$ cat config.mk
export PLATFORM = sky130hd
export DESIGN_NAME = cdd_link
export DESIGN_NICKNAME = d
export VERILOG_FILES = /design/src/cdd_pkg.sv /design/src/cdd_frame_buffer.sv /design/src/cdd_link.sv /design/src/cdd_serial_link.sv /design/src/cdd_status_capture.sv
export VERILOG_INCLUDE_DIRS = /design/src /design/src/include
export SDC_FILE = /design/constraint.sdc
export NUM_CORES = 1
export LEC_CHECK = 0
export BUFFER_PORTS_ARGS = -buffer_cell sky130_fd_sc_hd__buf_2
export CORE_MARGIN = 5
export CORE_UTILIZATION = 35
export DETAILED_ROUTE_END_ITERATION = 10
export PLACE_DENSITY = 0.54
export SETUP_SLACK_MARGIN = 0.05
export SLEW_MARGIN = 30
export SYNTH_ARGS = -nofsm -noshare
export SYNTH_HDL_FRONTEND = slang
export SYNTH_SLANG_ARGS = --single-unit
$ cat constraint.sdc
create_clock -name clk_sys -period 14.2 [get_ports clk_sys]
set_input_delay 0.71 -clock clk_sys [delete_from_list [all_inputs] [get_ports clk_sys]]
set_output_delay 0.71 -clock clk_sys [all_outputs]
set_load 0.1 [all_outputs]
$ cat src/include/cdd_defs.svh
// Frame size, buffer depth, link timing and tallied command codes for the drive link
`ifndef CDD_DEFS_SVH
`define CDD_DEFS_SVH

// Bytes in one status or command frame
`define CDD_FRAME_BYTES 12

// Frames the buffer holds, equal to the producer's starting credits
`define CDD_FIFO_DEPTH 2

// Cycles from a pop to the first request of a frame
`define CDD_START_DELAY 16

// Cycles from the end of a byte to the next request
`define CDD_BYTE_GAP 24

// Command codes counted into bytes 9 and 8
`define CDD_TALLY_CODE_0 8'h06
`define CDD_TALLY_CODE_1 8'h09

`endif

$ cat src/cdd_pkg.sv
// Frame and link bundle types, imported by every block of the drive link
`default_nettype none

`include "cdd_defs.svh"

package cdd_pkg;

	// Field view of a frame, top byte first
	typedef struct packed {
		logic [15:0] tail;
		logic [7:0]  tally_0;
		logic [7:0]  tally_1;
		logic [55:0] params;
		logic [7:0]  code;
	} cdd_frame_fields_t;

	// Byte view for the shifters, field view for tallies
	typedef union packed {
		logic [`CDD_FRAME_BYTES-1:0][7:0] bytes;
		cdd_frame_fields_t                fields;
	} cdd_frame_u;

	// Status frame posted by the emulator, new on every toggle change
	typedef struct packed {
		logic       toggle;
		cdd_frame_u frame;
	} cdd_stat_in_t;

	// Command frame returned to the emulator
	typedef struct packed {
		logic       toggle;
		cdd_frame_u frame;
	} cdd_cmd_out_t;

	// Host side of the serial channel
	typedef struct packed {
		logic comclk;
		logic hdata;
	} cdd_host_rx_t;

	// Drive side of the serial channel
	typedef struct packed {
		logic cdata;
		logic comreq_n;
		logic comsync_n;
	} cdd_host_tx_t;

endpackage

`default_nettype wire

$ cat src/cdd_frame_buffer.sv
// Small frame FIFO between status producer and serial link, pops turn into credits
`timescale 1ns/1ps
`default_nettype none

`include "cdd_defs.svh"

module cdd_frame_buffer (
	input  logic                clk_sys,
	input  logic                reset,
	input  logic                push,
	input  cdd_pkg::cdd_frame_u push_frame,
	input  logic                pop,
	output logic                pop_valid,
	output cdd_pkg::cdd_frame_u pop_frame,
	output logic                credit_return
);
	import cdd_pkg::*;

	localparam int depth   = `CDD_FIFO_DEPTH;
	localparam int ptr_w   = (depth > 1) ? $clog2(depth) : 1;
	localparam int count_w = $clog2(depth + 1);

	cdd_frame_u         mem [depth];
	logic [ptr_w-1:0]   wr_ptr;
	logic [ptr_w-1:0]   rd_ptr;
	logic [count_w-1:0] count;

	function automatic logic [ptr_w-1:0] next_ptr(input logic [ptr_w-1:0] ptr);
		if (ptr == ptr_w'(depth - 1))
			return '0;
		return ptr + ptr_w'(1);
	endfunction

	assign pop_valid     = count != '0;
	assign pop_frame     = mem[rd_ptr];
	assign credit_return = pop && pop_valid;

	// No full flag, the producer never holds more credits than slots
	always_ff @(posedge clk_sys) begin
		if (reset) begin
			wr_ptr <= '0;
			rd_ptr <= '0;
			count  <= '0;
		end else begin
			if (push)
				wr_ptr <= next_ptr(wr_ptr);
			if (credit_return)
				rd_ptr <= next_ptr(rd_ptr);
			case ({push, credit_return})
				2'b10:   count <= count + count_w'(1);
				2'b01:   count <= count - count_w'(1);
				default: count <= count;
			endcase
		end
	end

	always_ff @(posedge clk_sys) begin
		if (push)
			mem[wr_ptr] <= push_frame;
	end

endmodule

`default_nettype wire

$ cat src/cdd_link.sv
// Top level of the drive link, status producer into frame buffer into serial link
`timescale 1ns/1ps
`default_nettype none

module cdd_link (
	input  logic                  clk_sys,
	input  logic                  reset,
	input  cdd_pkg::cdd_stat_in_t stat,
	input  cdd_pkg::cdd_host_rx_t host_rx,
	output cdd_pkg::cdd_host_tx_t host_tx,
	output cdd_pkg::cdd_cmd_out_t cmd
);
	import cdd_pkg::*;

	logic       push;
	cdd_frame_u push_frame;
	logic       credit_return;
	logic       pop;
	logic       pop_valid;
	cdd_frame_u pop_frame;

	cdd_status_capture cdd_status_capture_inst (
		.clk_sys       (clk_sys),
		.reset         (reset),
		.stat          (stat),
		.credit_return (credit_return),
		.push          (push),
		.push_frame    (push_frame)
	);

	cdd_frame_buffer cdd_frame_buffer_inst (
		.clk_sys       (clk_sys),
		.reset         (reset),
		.push          (push),
		.push_frame    (push_frame),
		.pop           (pop),
		.pop_valid     (pop_valid),
		.pop_frame     (pop_frame),
		.credit_return (credit_return)
	);

	cdd_serial_link cdd_serial_link_inst (
		.clk_sys   (clk_sys),
		.reset     (reset),
		.pop_valid (pop_valid),
		.pop_frame (pop_frame),
		.pop       (pop),
		.host_rx   (host_rx),
		.host_tx   (host_tx),
		.cmd       (cmd)
	);

endmodule

`default_nettype wire

$ cat src/cdd_serial_link.sv
// Drive side of the serial command channel, swaps one status frame for one command frame
`timescale 1ns/1ps
`default_nettype none

`include "cdd_defs.svh"

module cdd_serial_link (
	input  logic                  clk_sys,
	input  logic                  reset,
	input  logic                  pop_valid,
	input  cdd_pkg::cdd_frame_u   pop_frame,
	output logic                  pop,
	input  cdd_pkg::cdd_host_rx_t host_rx,
	output cdd_pkg::cdd_host_tx_t host_tx,
	output cdd_pkg::cdd_cmd_out_t cmd
);
	import cdd_pkg::*;

	localparam int byte_w    = $clog2(`CDD_FRAME_BYTES);
	localparam int last_byte = `CDD_FRAME_BYTES - 1;
	localparam int timer_max =
		(`CDD_BYTE_GAP > `CDD_START_DELAY) ? `CDD_BYTE_GAP : `CDD_START_DELAY;
	localparam int timer_w   = $clog2(timer_max + 1);

	typedef enum logic [1:0] {
		st_idle,
		st_start,
		st_xfer,
		st_gap
	} state_t;

	state_t             state;
	logic               comclk_old;
	logic               comclk_fall;
	logic               comclk_rise;
	logic               bit_out;
	logic               bit_in;
	logic               byte_done;
	logic               frame_done;
	logic               timer_done;
	logic               start_go;
	logic [2:0]         bit_cnt;
	logic [byte_w-1:0]  byte_cnt;
	logic [timer_w-1:0] timer;
	logic [7:0]         out_shift;
	logic [7:0]         in_shift;
	logic [7:0]         rx_byte;
	logic               cdata;
	logic               comreq_n;
	logic               comsync_n;
	logic [7:0]         tally_0;
	logic [7:0]         tally_1;
	logic               cmd_toggle;
	cdd_frame_u         stat_frame;
	cdd_frame_u         cmd_frame;
	cdd_frame_u         cmd_final;
	cdd_frame_u         cmd_frame_q;

	////////////////////
	// Edges and strobes
	////////////////////

	assign comclk_fall = comclk_old && !host_rx.comclk;
	assign comclk_rise = !comclk_old && host_rx.comclk;

	assign bit_out    = (state == st_xfer) && comclk_fall;
	assign bit_in     = (state == st_xfer) && comclk_rise;
	assign byte_done  = bit_in && (bit_cnt == 3'd7);
	assign frame_done = byte_done && (byte_cnt == byte_w'(last_byte));
	assign timer_done = timer == timer_w'(1);
	assign start_go   = (state == st_start) && timer_done;

	// Host data arrives lsb first
	assign rx_byte = {host_rx.hdata, in_shift[7:1]};

	assign pop = (state == st_idle) && pop_valid;

	// Final byte plus tallies in place of bytes 9 and 8
	always_comb begin
		cmd_final                      = cmd_frame;
		cmd_final.bytes[last_byte]     = rx_byte;
		cmd_final.fields.tally_0       = tally_0;
		cmd_final.fields.tally_1       = tally_1;
	end

	////////////////////
	// Transaction FSM
	////////////////////

	always_ff @(posedge clk_sys) begin
		if (reset) begin
			state      <= st_idle;
			comclk_old <= 1'b1;
			cdata      <= 1'b0;
			comreq_n   <= 1'b1;
			comsync_n  <= 1'b1;
			bit_cnt    <= '0;
			byte_cnt   <= '0;
			timer      <= '0;
			tally_0    <= '0;
			tally_1    <= '0;
			cmd_toggle <= 1'b0;
		end else begin
			comclk_old <= host_rx.comclk;
			if (timer != '0)
				timer <= timer - timer_w'(1);

			case (state)
				st_idle: begin
					if (pop) begin
						timer <= timer_w'(`CDD_START_DELAY - 1);
						state <= st_start;
					end
				end

				// Request and sync drop together for byte 0
				st_start: begin
					if (timer_done) begin
						comreq_n  <= 1'b0;
						comsync_n <= 1'b0;
						bit_cnt   <= '0;
						byte_cnt  <= '0;
						state     <= st_xfer;
					end
				end

				st_gap: begin
					if (timer_done) begin
						comreq_n <= 1'b0;
						state    <= st_xfer;
					end
				end

				st_xfer: begin
					if (bit_out)
						cdata <= out_shift[0];
					if (bit_in) begin
						comreq_n <= 1'b1;
						bit_cnt  <= bit_cnt + 3'd1;
					end
					if (byte_done) begin
						comsync_n <= 1'b1;
						byte_cnt  <= byte_cnt + byte_w'(1);
						timer     <= timer_w'(`CDD_BYTE_GAP - 1);
						state     <= st_gap;
					end
					// Publish, then count this command for later frames
					if (frame_done) begin
						cdata      <= 1'b0;
						byte_cnt   <= '0;
						timer      <= '0;
						cmd_toggle <= ~cmd_toggle;
						if (cmd_final.fields.code == `CDD_TALLY_CODE_0)
							tally_0 <= tally_0 + 8'd1;
						if (cmd_final.fields.code == `CDD_TALLY_CODE_1)
							tally_1 <= tally_1 + 8'd1;
						state      <= st_idle;
					end
				end

				default: state <= st_idle;
			endcase
		end
	end

	////////////////////
	// Data path
	////////////////////

	always_ff @(posedge clk_sys) begin
		if (pop)
			stat_frame <= pop_frame;

		if (start_go)
			out_shift <= stat_frame.bytes[0];
		else if (bit_out)
			out_shift <= {1'b0, out_shift[7:1]};
		else if (byte_done && !frame_done)
			out_shift <= stat_frame.bytes[byte_cnt + byte_w'(1)];

		if (bit_in)
			in_shift <= rx_byte;
		if (byte_done)
			cmd_frame.bytes[byte_cnt] <= rx_byte;
		if (frame_done)
			cmd_frame_q <= cmd_final;
	end

	assign host_tx = '{cdata: cdata, comreq_n: comreq_n, comsync_n: comsync_n};
	assign cmd     = '{toggle: cmd_toggle, frame: cmd_frame_q};

endmodule

`default_nettype wire

$ cat src/cdd_status_capture.sv
// Status producer, spots new frames from the emulator and pushes them into the frame buffer
`timescale 1ns/1ps
`default_nettype none

`include "cdd_defs.svh"

module cdd_status_capture (
	input  logic                  clk_sys,
	input  logic                  reset,
	input  cdd_pkg::cdd_stat_in_t stat,
	input  logic                  credit_return,
	output logic                  push,
	output cdd_pkg::cdd_frame_u   push_frame
);
	import cdd_pkg::*;

	localparam int credit_w = $clog2(`CDD_FIFO_DEPTH + 1);

	logic                toggle_q;
	logic                toggle_prev;
	cdd_frame_u          frame_q;
	logic                new_frame;
	logic                have_credit;
	logic                park;
	logic                pending_valid;
	cdd_frame_u          pending_frame;
	logic [credit_w-1:0] credits;

	assign new_frame   = toggle_q != toggle_prev;
	assign have_credit = credits != '0;

	// Older pending frame goes first, the new one parks behind it
	assign park       = new_frame && (pending_valid || !have_credit);
	assign push       = have_credit && (pending_valid || new_frame);
	assign push_frame = pending_valid ? pending_frame : frame_q;

	always_ff @(posedge clk_sys) begin
		if (reset) begin
			toggle_q      <= 1'b0;
			toggle_prev   <= 1'b0;
			pending_valid <= 1'b0;
			credits       <= credit_w'(`CDD_FIFO_DEPTH);
		end else begin
			toggle_q    <= stat.toggle;
			toggle_prev <= toggle_q;

			if (park)
				pending_valid <= 1'b1;
			else if (push)
				pending_valid <= 1'b0;

			case ({push, credit_return})
				2'b10:   credits <= credits - credit_w'(1);
				2'b01:   credits <= credits + credit_w'(1);
				default: credits <= credits;
			endcase
		end
	end

	// Newest status overwrites whatever waits in the slot
	always_ff @(posedge clk_sys) begin
		frame_q <= stat.frame;
		if (park)
			pending_frame <= frame_q;
	end

endmodule

`default_nettype wire

==> impl_metrics.py <==
metrics = {
    "timing": {
        "min_period_over_period_pct": 24.1,
        "timing.hold.ws_ns": 0.191,
        "setup_tns_ns": 0,
        "maxSlewViolCount": 0,
        "setup_viol": 0,
        "rsz0062_at_grt": "no",
        "min_period_ns": 3.43,
        "finClkSkew_ns": 0.0281,
        "max_slew_margin_pct": 36.2,
        "hold_violations": 0,
        "tightestPinTransition_ns": 0.958,
        "fmax_mhz": 292,
    },
    "layout": {
        "layout.nets": 1618,
        "fill_cells": 6147,
        "stdcell_count": 2503,
        "drive_gt1_share_pct": 34.8,
        "utilization_pct": 41.8,
        "n_antenna_cell": 0,
        "syn2layout_area_growth_pct": 18.9,
    },
    "grt": {
        "grt_pass1_vias": 11800,
        "antenna_found_initial": 0,
        "grt_max_degree": 75,
        "grt_util_all_layers_pct": 12.3,
        "grt_remaining_overflow": 0,
        "grt_pass1_wl_microns": 70800,
    },
    "setup_path": {
        "max_stage_delay_ns": 0.63,
        "cp_cell_sequence": "ha_1, nand3b_1, nor2_4, buf_4, buf_4",
        "critical_path.slowest_cell": "buf_4",
        "worst-setup-path-type": "reg2reg",
        "critPathMostFrequentCell": "buf_4",
        "crit_fanout": 55,
        "critPathBufInv": 2,
        "cp.required_ns": 14.44,
        "arrival_ns": 3.67,
        "worstSetupEndpointType": "register",
        "start_kind": "register",
        "path_delay_family": "buffers and inverters",
    },
    "cts": {
        "cts_hold_buf": 0,
        "cts_buffers": 76,
        "htree_levels": 3,
        "post_cts_buffers": 0,
        "insertion_delay_ns": 0.62,
        "clockRootBuffer": "clkbuf_16",
        "cts_tree": "built",
        "clk_pin_slew_ns": 0.06,
        "cts_buffer_depth": 3,
        "clock_sinks": 707,
        "cts_resized": 0,
    },
    "placed_design": {
        "hpwl_microns": 30300,
        "io_buffers": 200,
        "placed_cells": 2363,
        "place_congestion": 0.796,
    },
    "synth": {
        "yosysTopAreaCell": "edfxtp_1",
        "ys.flop_type": "edfxtp_1",
        "synth_fp_nets": 1371,
        "ys_top_cells_by_area": "edfxtp_1 69%, dfxtp_1 11%, mux2_2 8.2%",
        "synth_common_cells": "567 x edfxtp_1, 178 x mux2_2, 140 x dfxtp_1",
        "yosysSeqAreaShare_pct": 80.9,
        "ys_types": 53,
        "ys_async_sr_fraction_pct": 0,
        "synth_top_area_share_pct": 69.4,
        "synth_seq_cells": 707,
        "synth_most_common_cell": "edfxtp_1",
        "synth_area_sq_um": 24500,
        "ys_warn_count": 0,
        "avgSynthCellArea_sq_um": 19.6,
        "synth_cells": 1254,
        "synth_edf_count": 567,
    },
    "die": {
        "initial_core_util_pct": 35.1,
        "rows": 97,
        "placeableCoreArea_sq_um": 69800,
        "die-area_sq_um": 75400,
        "dieWidth_microns": 275,
        "ios": 201,
        "die_h_microns": 275,
    },
    "drt": {
        "routed_wl_microns": 46500,
        "ant_nets": 0,
        "remaining_drc_errors": 0,
        "dr.pass1.iters": 4,
        "vias": 11300,
        "drt-vias-per-instance": 4.51,
        "initialDrtViolationCount": 742,
        "wl_per_cell_microns": 18.6,
    },
    "status": {
        "status": "complete, no violations",
    },
    "pwr": {
        "p_total_mw": 5.20,
        "power_leakage_nw": 10.0,
        "powerDensity_nw_per_um2": 178,
        "ir_worst_vdd_uv": 87.1,
    },
    "min_path": {
        "hp-class": "in2reg",
    },
    "flow_run": {
        "cap_viol_max_count": 0,
    },
}
-- cells in the final DEF, fill, tap and decap left out, types with 3 or more instances in the layout --
cell type    n
nand2b_1     6
nor3_1       6
clkbuf_8     8
and3_1       4
clkinv_4     4
clkinv_8     3
nand3_1     18
clkinv_2    12
xnor2_1      7
a31oi_1      4
ha_1        16
a21oi_1     26
dfxtp_1    137
o21ai_1      7
o21ai_0     11
mux4_2      23
edfxtp_1   567
inv_1       10
mux2_1      14
buf_4       11
nand4_1      6
clkbuf_16   82
and2_1      10
nor2_1      48
mux2_2     178
nor2_4       3
mux2i_1      9
xor2_1      18
nor2b_1      4
clkbuf_1    18
a22oi_1      9
buf_2      200
clkinv_1     7
nand3b_1     3
nand2_1     31
-- report_power, final --
part	internal, mW	total [mW]	switching [mW]	leakage, nW
logic	0.226	0.570	0.344	2.42
registers	2.59	2.70	0.116	6.39
clock network	1.14	1.92	0.783	1.23
-- path summary, 6_finish.rpt --
| kind | start | to | slack (ns) | depth (start not counted) |
|---|---|---|---|---|
| setup / recovery | cdd_serial_link_inst.byte_cnt[1]$_SDFFE_PP0P_ | cdd_serial_link_inst.cmd_frame_q[84]$_DFFE_PP_ | 10.77 | 5 |
| hold / removal | stat[79] | cdd_status_capture_inst.frame_q[79]$_DFF_P_ | 0.19 | 1 |
| setup reg to reg | cdd_serial_link_inst.byte_cnt[1]$_SDFFE_PP0P_ | cdd_serial_link_inst.cmd_frame_q[84]$_DFFE_PP_ | 10.77 | 5 |
| hold reg to reg | cdd_serial_link_inst.cmd_frame[48]$_DFFE_PP_ | cdd_serial_link_inst.cmd_frame_q[48]$_DFFE_PP_ | 0.41 | 0 |
-- logic make-up after synthesis --
family | Yosys count | synth area share [%]
AOI/OAI and AO/OA | 69 | 1.69
xor gates and xnor gates | 25 | 0.893
adders and majority gates | 16 | 0.817
buffers and inverters | 54 | 0.954
DFF | 707 | 80.9
muxes | 224 | 11.3
and+or+nand+nor | 159 | 3.47
-- layer usage --
metal	GRT usage, %	wire length (microns)	vias to the layer above
met5	0	0	-
met4	3.94	1000	0
met3	3.02	2480	70
met2	20.7	23200	264
met1	15.8	19800	5616
li1	-	-	5342
-- sequential cells by signal (all words and copies together) (netlist names), 2 cells and up --
register / flops
cdd_serial_link_inst.tally_0: 8
cdd_serial_link_inst.cmd_frame_q: 96
cdd_status_capture_inst.credits: 2
cdd_status_capture_inst.frame_q: 96
cdd_frame_buffer_inst.mem: 192
cdd_serial_link_inst.out_shift: 8
cdd_serial_link_inst.in_shift: 7
cdd_serial_link_inst.byte_cnt: 4
cdd_serial_link_inst.state: 2
cdd_serial_link_inst.bit_cnt: 3
cdd_serial_link_inst.cmd_frame: 72
cdd_serial_link_inst.stat_frame: 96
cdd_serial_link_inst.timer: 5
cdd_status_capture_inst.pending_frame: 96
cdd_frame_buffer_inst.count: 2
cdd_serial_link_inst.tally_1: 8
-- cell type report --
cell class / instances / area, sq um / area share [%]
sequential: 707 / 19800 / 68.1
multi-input combinational: 493 / 4490 / 15.4
clock buffer: 108 / 2230 / 7.65
tap: 940 / 1180 / 4.04
timing repair buffer: 212 / 1090 / 3.76
clock inverter: 32 / 263 / 0.902
inverter: 11 / 42.5 / 0.146
-- stage by stage --
stage	area, sq um	setup slack (ns)
detailed placement	26600	10.72
CTS	29100	10.69
floorplan	24500	8.10
finish	29100	10.77
global route	29100	10.51
global placement	26600	10.97
No activity file was read; power rests on OpenSTA's default activity.
